`src/rtl/mem_pkg.sv`:
```
package mem_pkg;

    // data path and address width.
    localparam int xlen = 32;

    // word address bits of the shared RAM, taken from addr[16:2].
    localparam int ram_aw = 15;
    localparam int ram_words = 1 << ram_aw;

    // memory mapped peripheral byte addresses.
    localparam logic [xlen-1:0] seg_addr = 32'h0000_0000;
    localparam logic [xlen-1:0] uart_addr = 32'h0000_0004;

    // returned by a UART read that finds the receive FIFO empty.
    localparam logic [xlen-1:0] uart_empty_value = 32'hffff_ffff;

    // load and store widths, encoded exactly as funct3.
    typedef enum logic [2:0] {
        width_b  = 3'b000,
        width_h  = 3'b001,
        width_w  = 3'b010,
        width_bu = 3'b100,
        width_hu = 3'b101
    } mem_width_e;

    // target of a data access after address decode.
    typedef enum logic [1:0] {
        region_ram  = 2'd0,
        region_seg  = 2'd1,
        region_uart = 2'd2
    } region_e;

endpackage
```
`src/rtl/mmio_regs.sv`:
```
`timescale 1ns/1ps

module mmio_regs (
    input  logic                        clk,
    input  logic                        arst_n,
    input  logic                        seg_we,
    input  logic                        uart_wr,
    input  logic                        uart_rd,
    input  logic [mem_pkg::xlen-1:0]    writedata,
    input  logic                        empty,
    input  logic [7:0]                  uart_in,
    output logic [15:0]                 seg_io,
    output logic [7:0]                  uart_out,
    output logic                        wrreq,
    output logic                        rdreq,
    output logic [mem_pkg::xlen-1:0]    uart_rdata
);

    logic empty_q;

    // seven segment display holds the low halfword of the last write.
    always_ff @(posedge clk or negedge arst_n) begin
        if (!arst_n) begin
            seg_io <= 16'd0;
        end else if (seg_we) begin
            seg_io <= writedata[15:0];
        end
    end

    // transmit side is a straight strobe into the FIFO.
    assign uart_out = writedata[7:0];
    assign wrreq    = uart_wr;

    // only pop the receive FIFO when it actually holds a byte.
    assign rdreq = uart_rd & ~empty;

    always_ff @(posedge clk or negedge arst_n) begin
        if (!arst_n) begin
            empty_q <= 1'b1;
        end else if (uart_rd) begin
            empty_q <= empty; // the FIFO drives uart_in next cycle.
        end
    end

    always_comb begin
        if (empty_q) begin
            uart_rdata = mem_pkg::uart_empty_value;
        end else begin
            uart_rdata = {24'd0, uart_in};
        end
    end

endmodule

```
`config.mk`:
```
export PLATFORM = sky130hd
export DESIGN_NAME = mmio_regs
export DESIGN_NICKNAME = d
export VERILOG_FILES = /design/src/rtl/mem_pkg.sv /design/src/rtl/mmio_regs.sv
export SDC_FILE = /design/constraint.sdc
export NUM_CORES = 1
export LEC_CHECK = 0
export BUFFER_PORTS_ARGS = -buffer_cell sky130_fd_sc_hd__buf_2
export CAP_MARGIN = 5
export CORE_UTILIZATION = 30
export CTS_CLUSTER_SIZE = 14
export DETAILED_ROUTE_END_ITERATION = 8
export GPL_ROUTABILITY_DRIVEN = 0
export GPL_TIMING_DRIVEN = 0
export PLACE_DENSITY = 0.71
export SYNTH_ARGS = -nofsm -noshare
export SYNTH_HDL_FRONTEND = slang
export SYNTH_SLANG_ARGS = --single-unit
```
`constraint.sdc`:
```
create_clock -name clk -period 1.6 [get_ports clk]
set_clock_uncertainty 0.1 [all_clocks]
set_input_delay 0 -clock clk [delete_from_list [all_inputs] [get_ports clk]]
set_output_delay 0 -clock clk [all_outputs]
set_load 0.02 [all_outputs]
```
==> flow_metrics.tcl, run 1 <==
set metrics [dict create \
    status "finished, final reports clean" \
    tritoncts.num_buffers 3 \
    layout_worst_path_cycle_share_pct 91.7 \
    power.density_cell_area_nw_per_um2 757 \
    clkSlewWorstSetupHoldPaths_ps 90 \
    timing_worst_setup_path_type "flip-flop to output port" \
    postSynthAreaPerCell_sq_um 12.7 \
    number_of_diodes_added_for_antenna_fixing 0 \
    cp-start-kind "flip-flop" \
    path_delay_family "flip-flops" \
    timing.critical_path.fanout_max 33 \
    cts-root-buf "sky130_fd_sc_hd__clkbuf_4" \
    drt-vias-per-instance 3.83 \
    syn_area_sq_um 991 \
    min_path_type "input port to flip-flop" \
    tightestPinTransition_ps 375 \
    floorplan.initialDensity_pct 31.9 \
    synth-seq-area-share_pct 43.1 \
    cp_slowest_cell "sky130_fd_sc_hd__dfstp_4" \
    finalWorstPathRequiredPeriod_ps 1470 \
    max_freq_mhz 682 \
    mostFrequentLayoutCells "sky130_fd_sc_hd__buf_2 (85), sky130_fd_sc_hd__buf_4 (33), sky130_fd_sc_hd__dlygate4sd3_1 (25)" \
    filler_cell_count 297 \
    fin_setup_tns_ps 0 \
    cp-end-kind "output port" \
    drtPass1Iterations 3 \
    syn_nets 124 \
    dr.first_iter.drc_count 19 \
    port_buffers 85 \
    rows 20 \
    grt_setup_unrepaired "no" \
    cpPeakStageDelay_ps 780 \
    wire_length_of_the_first_global_routing_pass_microns 3290 \
    antenna_found_initial 0 \
    crit_chain "or2_2, buf_2" \
    finalHoldViolCount 0 \
    route.antenna.remaining_nets 0 \
    timing.critical_path.arrival_ps 1370 \
    drv_slew 0 \
    ir_worst_vdd_mv 0.415 \
    layout.cells.most_common "sky130_fd_sc_hd__buf_2" \
    flops_latches_synth 17 \
    timing.final.ws_setup_ps 133 \
    clock_latency_at_the_later_pin_of_the_worst_skew_pair_ps 270 \
    groute.usage.overall_pct 12.6 \
    layout-drive-gt1-share_pct 77.6 \
    syn2layout_area_growth_pct 76.8 \
    yosysWarnings 0 \
    share_of_total_power_in_sequential_cells_pct 39.0 \
    count_of_mapped_cells_out_of_synthesis 78 \
    routed_wire_length_per_instance_microns 9.89 \
    finalCoreUtilization_pct 56.5 \
    power.static_leakage_nw 0.953 \
    switching_power_mw 0.441 \
    logic_pwr_share_pct 44.7 \
    detailedPlacementHpwl_microns 1660 \
    share_of_total_power_consumed_by_net_switching_pct 33.2 \
    floorplan.core_area_sq_um 3100 \
    power_report.internal_total_mw 0.885 \
    num-nets-final 239 \
    htree_levels 1 \
    clk_buf_depth 2 \
    slew_headroom_pct 75.0 \
    finalSetupViolations 0 \
    finalWirelength_microns 2330 \
    post_place_setup_slack_ps 330 \
    die_width_microns 59.5 \
    clock_sinks 17 \
    cp.required_ps 1500 \
    pin_count 104 \
    drt_drc_violations_left 0 \
    synth.distinct_cells 9 \
    clockPowerShare_pct 16.3 \
    grt_pass1_vias 763 \
    cts_tree "built" \
    die_height_microns 59.5 \
    largest_net_degree_at_the_start_of_global_routing 34 \
    worstPathBufferInverterCount 1 \
    maxCapViolCount 0 \
    global_route.overflow_total 0 \
    routed-via-count 903 \
    die_area_sq_um 3540 \
]
[stage by stage]
step                power [mW]  hold slack (ps)  instance area (sq um)  cells
global route              1.41             52.1                   1750    236
detailed placement        1.06             -155                   1470    207
finish                    1.33             62.6                   1750    236
CTS                       1.35             51.4                   1750    236
global placement          1.05             -164                   1470    207
floorplan                0.884             -396                    991     78
[timing repair]
item | in CTS | in global routing
buffers inserted | 0 | 0
hold buffers | 25 | 0
endpoints found under the hold margin | 34 | 0
setup endpoints to repair | 0 | 32
resized for setup | 0 | 1
[logic make-up after synthesis]
group         synth area share (%)
buf+inv                       28.2
mux                           23.1
simple gates                  5.68
flops                         43.1
[metal layers]
| metal | up-vias | wire (microns) | track usage [%] |
|---|---|---|---|
| li1 | 446 | - | - |
| met1 | 390 | 848 | 12.2 |
| met2 | 65 | 1170 | 24.9 |
| met3 | 2 | 304 | 3.06 |
| met4 | 0 | 11 | 5.10 |
| met5 | - | 0 | 0 |
[Yosys cell counts]
library cell,number,area (sq um)
sky130_fd_sc_hd__dfstp_2,1,26.3
sky130_fd_sc_hd__dfrtp_1,16,400
sky130_fd_sc_hd__buf_4,33,248
sky130_fd_sc_hd__buf_6,1,11.3
sky130_fd_sc_hd__mux2_4,10,150
sky130_fd_sc_hd__or2_2,8,50.1
sky130_fd_sc_hd__nor2b_1,1,6.26
sky130_fd_sc_hd__buf_12,1,20.0
sky130_fd_sc_hd__mux2_2,7,78.8
[layout make-up]
type / instances / area [sq um] / area share, %
tap: 44 / 55.1 / 3.14
clock buffer: 4 / 26.3 / 1.50
multi-input combinational: 26 / 285 / 16.3
buffer: 35 / 279 / 15.9
timing repair buffer: 110 / 676 / 38.6
sequential: 17 / 430 / 24.6
[sequential cells by signal (all words and copies together), names as in the netlist]
signal	count
seg_io	16
empty_q	1
[tightest hold or removal path: stages]
cell	delay, ps
sky130_fd_sc_hd__buf_6	110
sky130_fd_sc_hd__buf_12	150
sky130_fd_sc_hd__mux2_4	150
[power by group through the flow]
stage	Combinational, mW	Clock (mW)	Sequential, mW
6_report	0.593	0.216	0.517
5_1_grt	0.631	0.253	0.525
4_1_cts	0.598	0.239	0.516
3_5_place_dp	0.541	0	0.523
3_3_place_gp	0.531	0	0.519
2_1_floorplan	0.315	0	0.569
[final timing paths]
check                      cells after the start  startpoint       endpoint  slack (ps)
setup / recovery                               2     empty_q  uart_rdata[1]         130
hold / removal                                 3      seg_we      seg_io[5]          60
setup reg to reg                               2  seg_io[13]     seg_io[13]         190
hold reg to reg                                1   seg_io[5]      seg_io[5]         410
max in group asynchronous                      2      arst_n        empty_q        1010
min in group asynchronous                      2      arst_n      seg_io[9]          80
Note: power is estimated with default switching activity, not from simulation.
==> run 2, diff against run 1 <==
--- a/config.mk
+++ b/config.mk
@@ -12,6 +12,7 @@
 export DETAILED_ROUTE_END_ITERATION = 8
 export GPL_ROUTABILITY_DRIVEN = 0
 export GPL_TIMING_DRIVEN = 0
+export MAX_ROUTING_LAYER = met4
 export PLACE_DENSITY = 0.71
 export SYNTH_ARGS = -nofsm -noshare
 export SYNTH_HDL_FRONTEND = slang
==> flow_metrics.tcl, run 2 (synthesis results as in run 1) <==
set metrics [dict create \
    cp.required_ps 1500 \
    layout-drive-gt1-share_pct 77.6 \
    maxCapViolCount 0 \
    finalHoldViolCount 0 \
    finalWorstPathRequiredPeriod_ps 1470 \
    floorplan.core_area_sq_um 3100 \
    slew_headroom_pct 75.0 \
    timing.critical_path.arrival_ps 1370 \
    largest_reg_flops 16 \
    worst_setup_sp "empty_q" \
    cp-end-kind "output port" \
    htree_levels 1 \
    die_area_sq_um 3540 \
    global_route.overflow_total 0 \
    filler_cell_count 297 \
    multiInputGateArea_sq_um 285 \
    holdPathStages 3 \
    syn2layout_area_growth_pct 76.8 \
    clkSlewWorstSetupHoldPaths_ps 90 \
    layout_worst_path_cycle_share_pct 91.7 \
    mostFrequentLayoutCells "sky130_fd_sc_hd__buf_2 (85), sky130_fd_sc_hd__buf_4 (33), sky130_fd_sc_hd__dlygate4sd3_1 (25)" \
    r2r-start "seg_io[13]" \
    min_path_type "input port to flip-flop" \
    setup.reg_to_reg.worst_slack_ps 190 \
    power.density_cell_area_nw_per_um2 757 \
    largest_net_degree_at_the_start_of_global_routing 34 \
    drt_drc_violations_left 0 \
    cts_tree "built" \
    grt_setup_unrepaired "no" \
    power.static_leakage_nw 0.953 \
    routed-via-count 903 \
    max_freq_mhz 682 \
    fin_setup_tns_ps 0 \
    routed_wire_length_per_instance_microns 9.89 \
    die_height_microns 59.5 \
    drv_slew 0 \
    tightestPinTransition_ps 375 \
    top_regs "seg_io: 16 flops, empty_q: 1 flops" \
    worst_hold_slack_ps 62.2 \
    num-nets-final 239 \
    share_of_total_power_in_sequential_cells_pct 39.0 \
    clk_buf_depth 2 \
    route.antenna.remaining_nets 0 \
    status "finished, final reports clean" \
    dr.first_iter.drc_count 19 \
    die_width_microns 59.5 \
    finalSetupViolations 0 \
    floorplan.initialDensity_pct 31.9 \
    cts-root-buf "sky130_fd_sc_hd__clkbuf_4" \
    grt_pass1_vias 763 \
    antenna_found_initial 0 \
    rows 20 \
    timing.final.ws_setup_ps 133 \
    post_place_setup_slack_ps 330 \
    ir_worst_vdd_mv 0.415 \
    wire_length_of_the_first_global_routing_pass_microns 3290 \
    holdCritStartpoint "seg_we" \
    detailedPlacementHpwl_microns 1660 \
    clock_sinks 17 \
    pin_count 104 \
    switching_power_mw 0.441 \
    timing_worst_setup_path_type "flip-flop to output port" \
    clock_latency_at_the_later_pin_of_the_worst_skew_pair_ps 270 \
    reg2reg_depth 2 \
    port_buffers 85 \
    tritoncts.num_buffers 3 \
    cp-start-kind "flip-flop" \
    finalWirelength_microns 2330 \
    register_with_the_most_flip_flops "seg_io" \
    clockPowerShare_pct 16.3 \
    share_of_total_power_consumed_by_net_switching_pct 33.2 \
    drt-vias-per-instance 3.83 \
    power_report.internal_total_mw 0.885 \
    groute.usage.overall_pct 13.0 \
    logic_pwr_share_pct 44.7 \
    finalCoreUtilization_pct 56.5 \
    drtPass1Iterations 3 \
    timing.critical_path.fanout_max 33 \
    ff_latch_area_sq_um 430 \
    number_of_diodes_added_for_antenna_fixing 0 \
    layout.cells.most_common "sky130_fd_sc_hd__buf_2" \
]
[run 2: cell counts in the layout (fill, tap and decap cells not counted)]
Identical to the previous run, type by type.
[run 2: layout make-up]
class                           count  area share, %
Multi-Input combinational cell     26           16.3
Timing Repair Buffer              110           38.6
Tap cell                           44           3.14
Sequential cell                    17           24.6
Buffer                             35           15.9
Clock buffer                        4           1.50
[run 2: metrics by stage]
step           power, mW  cells  area [sq um]
6_report            1.33    236          1750
4_1_cts             1.35    236          1750
2_1_floorplan      0.884     78           991
5_1_grt             1.41    236          1750
3_3_place_gp        1.05    207          1470
3_5_place_dp        1.06    207          1470
[run 2: final timing paths]
| path | endpoint |
|---|---|
| setup / recovery | uart_rdata[1] |
| hold / removal | seg_io[5] |
| setup reg to reg | seg_io[13] |
| hold reg to reg | seg_io[5] |
| max in group asynchronous | empty_q |
| min in group asynchronous | seg_io[9] |
[run 2: worst max-delay path: stages, from the launching register on]
cell                      delay, ps
sky130_fd_sc_hd__dfstp_4        780
sky130_fd_sc_hd__or2_2          160
sky130_fd_sc_hd__buf_2          150
[run 2: power groups by stage]
stage / registers [mW] / logic, mW / clock network (mW)
6_report: 0.517 / 0.593 / 0.216
5_1_grt: 0.525 / 0.631 / 0.253
4_1_cts: 0.516 / 0.598 / 0.239
3_5_place_dp: 0.523 / 0.541 / 0
3_3_place_gp: 0.519 / 0.531 / 0
2_1_floorplan: 0.569 / 0.315 / 0
[run 2: what timing repair did]
action	4_1_cts	5_1_grt
setup endpoints to repair	0	32
resized for setup	0	1
hold endpoints to repair	34	0
setup buffers	0	0
hold buffers	25	0
[run 2: routing by layer]
| layer | global-route usage [%] | vias up | part of all wire, % |
|---|---|---|---|
| li1 | - | 446 | - |
| met4 | 5.10 | 0 | 0.47 |
| met2 | 24.9 | 65 | 50 |
| met3 | 2.84 | 2 | 13 |
| met5 | - | - | 0 |
| met1 | 12.3 | 390 | 36 |
