===== config.mk =====
export PLATFORM = sky130hd
export DESIGN_NAME = access_router
export DESIGN_NICKNAME = d
export VERILOG_FILES = /design/src/rtl/mem_pkg.sv /design/src/rtl/access_router.sv
export SDC_FILE = /design/constraint.sdc
export NUM_CORES = 1
export LEC_CHECK = 0
export BUFFER_PORTS_ARGS = -buffer_cell sky130_fd_sc_hd__buf_2
export CAP_MARGIN = 20
export CORE_MARGIN = 2
export CORE_UTILIZATION = 22
export CTS_BUF_LIST = sky130_fd_sc_hd__clkbuf_8
export DETAILED_ROUTE_END_ITERATION = 8
export PLACE_DENSITY = 0.9
export SYNTH_ARGS = -nofsm -noshare
export SYNTH_HDL_FRONTEND = slang
export SYNTH_SLANG_ARGS = --single-unit
export TNS_END_PERCENT = 1

===== constraint.sdc =====
create_clock -name clk -period 1.33 [get_ports clk]
set_input_delay 0.133 -clock clk [delete_from_list [all_inputs] [get_ports clk]]
set_output_delay 0.133 -clock clk [all_outputs]
set_load 0.02 [all_outputs]

===== src/rtl/mem_pkg.sv =====
package mem_pkg;

    // data path and address width.
    localparam int xlen = 32;

    // word address bits of the shared RAM, taken from addr[16:2].
    localparam int ram_aw = 15;
    localparam int ram_words = 1 << ram_aw;

    // memory mapped peripheral byte addresses.
    localparam logic [xlen-1:0] seg_addr = 32'h0000_0000;
    localparam logic [xlen-1:0] uart_addr = 32'h0000_0004;

    // returned by a UART read that finds the receive FIFO empty.
    localparam logic [xlen-1:0] uart_empty_value = 32'hffff_ffff;

    // load and store widths, encoded exactly as funct3.
    typedef enum logic [2:0] {
        width_b  = 3'b000,
        width_h  = 3'b001,
        width_w  = 3'b010,
        width_bu = 3'b100,
        width_hu = 3'b101
    } mem_width_e;

    // target of a data access after address decode.
    typedef enum logic [1:0] {
        region_ram  = 2'd0,
        region_seg  = 2'd1,
        region_uart = 2'd2
    } region_e;

endpackage

===== src/rtl/access_router.sv =====
`timescale 1ns/1ps

module access_router (
    input  logic                        clk,
    input  logic                        arst_n,
    input  logic [mem_pkg::xlen-1:0]    addr,
    input  logic                        writectrl,
    input  logic                        readctrl,
    input  logic [mem_pkg::xlen-1:0]    load_data,
    input  logic [15:0]                 seg_io,
    input  logic [mem_pkg::xlen-1:0]    uart_rdata,
    output logic                        ram_we,
    output logic                        seg_we,
    output logic                        uart_wr,
    output logic                        uart_rd,
    output logic [mem_pkg::xlen-1:0]    readdata
);

    mem_pkg::region_e region;
    mem_pkg::region_e region_q;

    // anything that is not a peripheral address falls through to the RAM.
    always_comb begin
        if (addr == mem_pkg::seg_addr) begin
            region = mem_pkg::region_seg;
        end else if (addr == mem_pkg::uart_addr) begin
            region = mem_pkg::region_uart;
        end else begin
            region = mem_pkg::region_ram;
        end
    end

    assign ram_we  = writectrl && (region == mem_pkg::region_ram);
    assign seg_we  = writectrl && (region == mem_pkg::region_seg);
    assign uart_wr = writectrl && (region == mem_pkg::region_uart);
    assign uart_rd = readctrl && (region == mem_pkg::region_uart);

    // results of every source arrive one cycle after the address.
    always_ff @(posedge clk or negedge arst_n) begin
        if (!arst_n) begin
            region_q <= mem_pkg::region_ram;
        end else begin
            region_q <= region;
        end
    end

    always_comb begin
        case (region_q)
            mem_pkg::region_seg:  readdata = {16'd0, seg_io};
            mem_pkg::region_uart: readdata = uart_rdata;
            default:              readdata = load_data;
        endcase
    end

endmodule


==> results of run 1 <==
## routing by layer
metal  wire length [um]  track usage [%]  up-vias
met5                  0                0        -
met4                 50             5.90        0
met3                469             4.48        6
met2               2510             48.6       94
met1               1350             20.8      718
li1                   -                -      788
## cells in the mapped netlist
master                      n
sky130_fd_sc_hd__nand2_1   49
sky130_fd_sc_hd__o21ai_0   31
sky130_fd_sc_hd__a22oi_1   16
sky130_fd_sc_hd__clkbuf_1  11
sky130_fd_sc_hd__nor4_1     8
sky130_fd_sc_hd__inv_1      4
sky130_fd_sc_hd__nor3_1     4
sky130_fd_sc_hd__dfrtp_1    2
sky130_fd_sc_hd__ha_1       2
sky130_fd_sc_hd__nand4_1    2
sky130_fd_sc_hd__buf_2      1
sky130_fd_sc_hd__nor4_2     1
sky130_fd_sc_hd__o21a_1     1
sky130_fd_sc_hd__o21ai_1    1
## final cells by class
cell class                      instances  area (um^2)
Multi-Input combinational cell        115          986
Fill cell                             240          773
Clock buffer                            3         41.3
Tap cell                               44         55.1
Sequential cell                         2         50.0
Inverter                                4         15.0
Timing Repair Buffer                  163         1130
## cells by family (layout without fill, tap and decap cells)
group                      after synthesis  in the layout
and+or+nand+nor                         64             64
AOI/OAI and AO/OA                       49             49
buffers and inverters                   16            170
adders and majority gates                2              2
DFF                                      2              2
## worst max-delay path, cell delays in order (launching register included)
cell                      delay [ns]
sky130_fd_sc_hd__dfrtp_1        0.40
sky130_fd_sc_hd__ha_4           0.37
sky130_fd_sc_hd__buf_12         0.16
sky130_fd_sc_hd__nand2_1        0.10
sky130_fd_sc_hd__o21ai_4        0.07
sky130_fd_sc_hd__buf_6          0.13
## path summary, 6_finish.rpt
kind | from | end | slack (ns)
max in group asynchronous | arst_n | region_q[0]$_DFF_PN0_ | 0.99
worst max-delay path | region_q[1]$_DFF_PN0_ | readdata[21] | -0.26
worst min-delay path | addr[2] | region_q[0]$_DFF_PN0_ | 0.14
min in group asynchronous | arst_n | region_q[1]$_DFF_PN0_ | 0.25
## power by group
part | switching, mW | total (mW) | internal (mW)
logic | 0.215 | 0.480 | 0.265
registers | 0.0000000000435 | 0.0614 | 0.0614
clock network | 0.0443 | 0.235 | 0.191
total | 0.259 | 0.777 | 0.517
## timing repair
item,4_1_cts,5_1_grt
pin swaps,3,6
endpoints found under the hold margin,2,0
resized for setup,72,17
gates cloned,2,0
hold buffers,1,0
endpoints found under the setup margin,35,36
setup buffers,0,0
## through the flow
stage	area (um^2)	utilization (%)	setup WS (ns)
after detailed placement	1860	61.1	-0.147
after global placement	1860	61.1	-0.0967
after floorplan	998	-	-0.133
after global routing	2280	74.7	-0.315
final	2280	74.7	-0.256
after CTS	2220	72.6	-0.269
==> impl.org, run 1 <==
** Die
- From bottom edge to top edge, the die measures a little over 60 um.
- In this run the standard cell core region covers between 3000 and 4000 um^2.
- The floorplan has 20 rows.
- Effective utilization at floorplan :: 23.0%
- Boundary pin count :: 152
- Area enclosed by the die boundary :: between 3000 and 4000 um^2
- From left edge to right edge, the die measures roughly 61 um.

** GRT
- Global-route usage over all layers :: 22.5%
- After global routing the overflow that remains totals 0.
- Entering global routing, the biggest net connects 18 pins.
- Number of global-route vias before repair :: roughly 1.6k
- The first global-routing pass estimated approximately 6.3 mm of wire.
- The initial antenna violation count was 0.

** Cells and area
- Final Instance Count excl. Fillers :: between 300 and 400
- Most frequent standard cell in the layout excluding fill and tap cells :: sky130_fd_sc_hd__buf_2
- Layout cells sized above 1 :: 77.4%
- The register with the most flip-flops in the final layout is region_q.
- Area Growth Syn to Fin :: 224%
- Number of flip-flops in the largest register :: 2
- In the final design database the tool counted between 400 and 500 nets.
- In the layout the commonest cells are sky130_fd_sc_hd__buf_2, sky130_fd_sc_hd__nand2_1, sky130_fd_sc_hd__buf_6.
- The largest registers in the layout are region_q: 2 flops.
- Ant diodes :: 0

** Timing
- Tightest Pin Transition :: 0.237 ns
- Crit path time final :: around 1.6 ns
- The final hold violation count was 0.
- Total negative slack :: -7.44 ns
- Fin crit share :: 119%
- Hold Worst Slack :: ~0.14 ns
- Worst-case setup margin in the final layout :: -0.256 ns
- Number of pins with negative max-slew slack in the final report :: 0
- Unrepaired setup endpoints after global routing :: true
- Max transition margin :: between 80% and 90%
- Setup violators final :: 34
- Peak clock frequency supported by timing :: ~0.63 GHz

** Run status
- Outcome :: finished with violations
- Failing checks :: negative setup slack

** Synthesis
- Dominant combinational cell family by area after synthesis :: compound AO/OA/AOI/OAI gates
- Mapped Cells :: 133
- Xor-xnor portion of the synthesized cell area :: 0%
- After synthesis, flip-flops and latches occupy 7.12% of the total area.
- Area share of fa/ha/maj cells after synthesis :: 3.56%
- Cells taking the most area after synthesis :: sky130_fd_sc_hd__nand2_1, sky130_fd_sc_hd__o21ai_0, sky130_fd_sc_hd__a22oi_1
- Leading area contributor after synthesis :: sky130_fd_sc_hd__nand2_1
- Multiplexer fraction of the synthesized cell area :: 0%
- Post-synth top area share :: about a quarter
- Post-synthesis simple-gate area fraction :: roughly two fifths
- The synthesized design contains 2 register bits.
- Summing the areas of all compound-gate instances in the mapped netlist gives around two fifths of the synthesized area.
- Count of cell types in the netlist :: 14
- Post-Synthesis Mean Instance Area :: ~5.3 um^2
- Post-synthesis instance area :: around 700 um^2
- Yosys warning count :: 0
- Post-Syn Nets :: ~250

** Setup path
- At the worst endpoint, the required time is 1.20 ns.
- By startpoint and endpoint, the worst setup path is classified as reg -> out.
- Worst Setup Start Kind :: flip-flop
- Arrival time of the worst setup path :: around 1.5 ns
- Of all nets on the critical path, the largest fanout is 16.
- STA classifies the critical path endpoint as an output pin.

** Route
- Number of nets with antenna violations after routing :: 0
- Using the TritonRoute via totals, the vias-per-cell ratio works out to 4.85.
- Detailed router's first-iteration violation count :: 45
- Vias :: 1606
- Remaining design rule violation count :: 0
- Router iterations before antenna repair :: 4
- After detailed routing, the average wire length per cell comes to around 13 um.
- The final layout contains routed wiring with a total length of about 4.4 mm.

** Worst hold path
- The worst hold path passes through 2 cells.
- The min-delay analysis places its worst path in the category in -> reg.

** Clock network
- TritonCTS built the clock tree.
- Clock-pin transition on the worst setup and hold timing paths :: approximately 0.030 ns
- CTS Buf Count :: 3
- # H-tree levels :: 1
- Longest Clk Path Bufs :: 2
- CTS Root Cell :: sky130_fd_sc_hd__clkbuf_8
- Clk sinks :: 2

** Place
- Half-perimeter wire length after detailed placement :: ~3.1 mm
- Instance count after placement with tap cells included :: 325
- Number of buffers added on ports :: between 150 and 200
- Routability-driven placement finished with a final weighted congestion of about 0.72.

** Pwr
- The worst-case IR drop observed on VDD is approximately 400 uV.
- Total power draw :: 777 uW
- In this run the power density over the cells is 341 nW/um^2.
- Static power due to leakage :: between 1 and 1.5 nW

** Run
- Reported max-cap violation count :: 0
(Power assumes the default switching activity.)
==> inputs of run 2 (changes only) <==
--- a/config.mk
+++ b/config.mk
@@ -11,7 +11,7 @@
 export CORE_UTILIZATION = 22
 export CTS_BUF_LIST = sky130_fd_sc_hd__clkbuf_8
 export DETAILED_ROUTE_END_ITERATION = 8
-export PLACE_DENSITY = 0.9
+export PLACE_DENSITY = 0.79
 export SYNTH_ARGS = -nofsm -noshare
 export SYNTH_HDL_FRONTEND = slang
 export SYNTH_SLANG_ARGS = --single-unit
==> run 2 against run 1 <==
- the run still ends with negative setup slack left
- non-clock buffer count up 18
- sequential share of layout area down 0.21 points
- global-route usage increased by 2.5 points
- sequential cell count unchanged
- maximum frequency down 3.2%
- sequential power barely moved
- wire length rose by 14%
- critical path type unchanged
- count of clock-buffer cells in the layout is the same
- worst setup slack worse by 0.053 ns
- via count grew 7.0%
- cell count is 5.4% higher
==> impl.org, run 2 (synthesis results as in run 1) <==
** Cells and area
- The register with the most flip-flops was region_q (unchanged).
- Ant diodes :: 0 (unchanged)
- The area growth from synthesis to layout came to 258% (was 224%).
- The share of final-layout standard cells stronger than drive strength 1 was 82.0% (was 77.4%).
- The flip-flop count of the largest register, all copies and words added was 2 (unchanged).
- Biggest regs: region_q: 2 flops (unchanged).
- Most frequent standard cell in the layout excluding fill and tap cells :: sky130_fd_sc_hd__buf_2 (unchanged)
- Leading cell types in the layout, fill and taps excluded: sky130_fd_sc_hd__buf_2, sky130_fd_sc_hd__buf_6, sky130_fd_sc_hd__nand2_1 (was sky130_fd_sc_hd__buf_2, sky130_fd_sc_hd__nand2_1, sky130_fd_sc_hd__buf_6).
- The net count of the finished layout came to 425 (was 407).
- The number of cells in the finished layout apart from fillers was 349 (was 331).

** Clock network
- The number of H-tree levels is 1 (unchanged).
- The clock sink count was 2 (unchanged).
- The clock root buffer was sky130_fd_sc_hd__clkbuf_8 (unchanged).
- The clock slew seen by the registers of the worst setup and hold paths is 0.03 ns (about the same).
- Longest Clk Path Bufs :: 2 (unchanged)
- CTS tree :: done (unchanged)
- CTS Buf Count :: 3 (unchanged)

** Die
- Boundary pin count :: 152 (unchanged)
- The total core area is 3050 um^2 (unchanged).
- The die span in x came to 60.5 um (unchanged).
- The starting density of the core came to 23.0% (unchanged).
- The area of the die came to 3660 um^2 (unchanged).
- The placement row count was 20 (unchanged).
- The die outline height was 60.5 um (unchanged).

** Timing
- The final hold slack came to 0.129 ns (was 0.144 ns).
- The pin slew with the least headroom to its limit is 0.273 ns (was 0.237 ns).
- Fin crit share :: 123% (was 119%)
- The final hold violation count came to 0 (unchanged).
- Setup violators final :: 35 (was 34)
- Total negative slack :: -8.92 ns (was -7.44 ns)
- Unrepaired setup endpoints after global routing :: true (unchanged)
- Crit path time final :: 1.64 ns (was 1.59 ns)
- Peak clock frequency supported by timing :: 0.610 GHz (was 0.631 GHz)
- The count of final max-slew check failures came to 0 (unchanged).
- Max transition margin :: 81.8% (was 84.1%)
- Worst-case setup margin in the final layout :: -0.309 ns (was -0.256 ns)

** Route
- Vias :: 1718 (was 1606)
- The remaining design rule violation count is 0 (unchanged).
- The via count normalized by instance count came to 4.92 (was 4.85).
- Final wirelength :: 5.01 mm (was 4.38 mm)
- The remaining antenna violation count came to 0 (unchanged).
- Detailed router's first-iteration violation count :: 46 (was 45)
- The first-pass iteration count of the detailed router was 4 (unchanged).
- The average wire length per cell after detail routing was 14.3 um (was 13.2 um).

** Pwr
- The internal power contribution was 526 uW (was 517 uW).
- Power per cell area :: 319 nW/um^2 (was 341 nW/um^2)
- The worst IR drop on VDD was 388 uV (was 402 uV).
- The net switching power is 278 uW (was 259 uW).
- Sw frac :: 34.6% (was 33.4%)
- The overall power consumption is 804 uW (was 777 uW).
- The power share of the clock group is 30.2% (was 30.3%).
- Logic pwr share :: 62.2% (was 61.8%)
- The sequential power share is 7.6% (was 7.9%).
- The leakage power of the design was 1.20 nW (was 1.07 nW).

** Setup path
- The maximum fanout encountered on the critical timing path was 7 (was 16).
- Sort of element at the end of the critical path :: output pin (unchanged)
- Arrival time of the worst setup path :: 1.51 ns (was 1.45 ns)
- Required time at the worst-slack endpoint :: 1.20 ns (about the same)
- Type of the setup path with the least slack :: reg -> out (unchanged)
- Worst Setup Start Kind :: flip-flop (unchanged)

** Place
- Instance count after placement with tap cells included :: 331 (was 325)
- Pre-CTS setup slack :: -0.112 ns (was -0.147 ns)
- Half-perimeter wire length after detailed placement :: 3.21 mm (was 3.08 mm)
- The number of port buffers is 151 (unchanged).
- The weighted congestion at the end of routability-driven global placement is 0.831 (was 0.723).

** Run
- The total of max-cap violations is 0 (unchanged).

** GRT
- The via count of the first global-routing pass is 1623 (was 1572).
- Total gr overflow :: 0 (unchanged)
- Largest net degree at the start of global routing :: 17 (was 18)
- The first-pass GRT wire length is 6.93 mm (was 6.33 mm).
- The initial antenna violation count came to 0 (unchanged).
- The global-route total usage across every layer is 25.1% (was 22.5%).

** Run status
- Outcome: finished with violations (unchanged).
- Failing checks :: negative setup slack (unchanged)

** Worst hold path
- The kind of path behind the tightest hold check was in -> reg (unchanged).
run 2: metrics by stage:
step / area, um^2 / util (%)
final: 2520 / 82.5
after global routing: 2520 / 82.5
after CTS: 2390 / 78.4
after detailed placement: 1910 / 62.5
after global placement: 1910 / 62.5
after floorplan: 998 / -
run 2: worst max-delay path, stage by stage, from the launching register on:
cell and delay, ns:
sky130_fd_sc_hd__dfrtp_1 0.39, sky130_fd_sc_hd__ha_4 0.36, sky130_fd_sc_hd__buf_4 0.14, sky130_fd_sc_hd__buf_8 0.13, sky130_fd_sc_hd__nand2_2 0.08, sky130_fd_sc_hd__o21ai_4 0.06
sky130_fd_sc_hd__buf_6 0.13
run 2: worst paths after layout:
check                      depth (start not counted)                  start                    end
max                                                6  region_q[1]$_DFF_PN0_           readdata[23]
min                                                2                addr[2]  region_q[0]$_DFF_PN0_
max in group asynchronous                          2                 arst_n  region_q[1]$_DFF_PN0_
min in group asynchronous                          2                 arst_n  region_q[0]$_DFF_PN0_
run 2: cell type report:
| cell class | instances | area [um^2] |
|---|---|---|
| Tap cell | 44 | 55.1 |
| Timing Repair Buffer | 181 | 1350 |
| Fill cell | 206 | 533 |
| Clock buffer | 3 | 41.3 |
| Inverter | 4 | 15.0 |
| Multi-Input combinational cell | 115 | 1010 |
| Sequential cell | 2 | 50.0 |
run 2: power groups by stage:
| stage | Combinational [mW] | Clock [mW] | Sequential [mW] |
|---|---|---|---|
| 2_1_floorplan | 0.168 | 0 | 0.0620 |
| 6_report | 0.500 | 0.243 | 0.0614 |
| 3_5_place_dp | 0.387 | 0 | 0.0620 |
| 4_1_cts | 0.462 | 0.245 | 0.0614 |
| 5_1_grt | 0.533 | 0.253 | 0.0613 |
| 3_3_place_gp | 0.383 | 0 | 0.0620 |
run 2: what timing repair did:
action	CTS	global route
gates resized for setup	84	22
buffers inserted	6	4
pin swaps	6	10
hold buffers	1	0
gates cloned	4	0
endpoints found under the hold margin	2	0
setup endpoints to repair	34	36
run 2: layer usage:
layer / track usage (%) / part of all wire, %
met5: 0 / 0
met4: 7.76 / 2.0
met3: 4.69 / 8.6
met2: 50.5 / 54
met1: 25.8 / 35
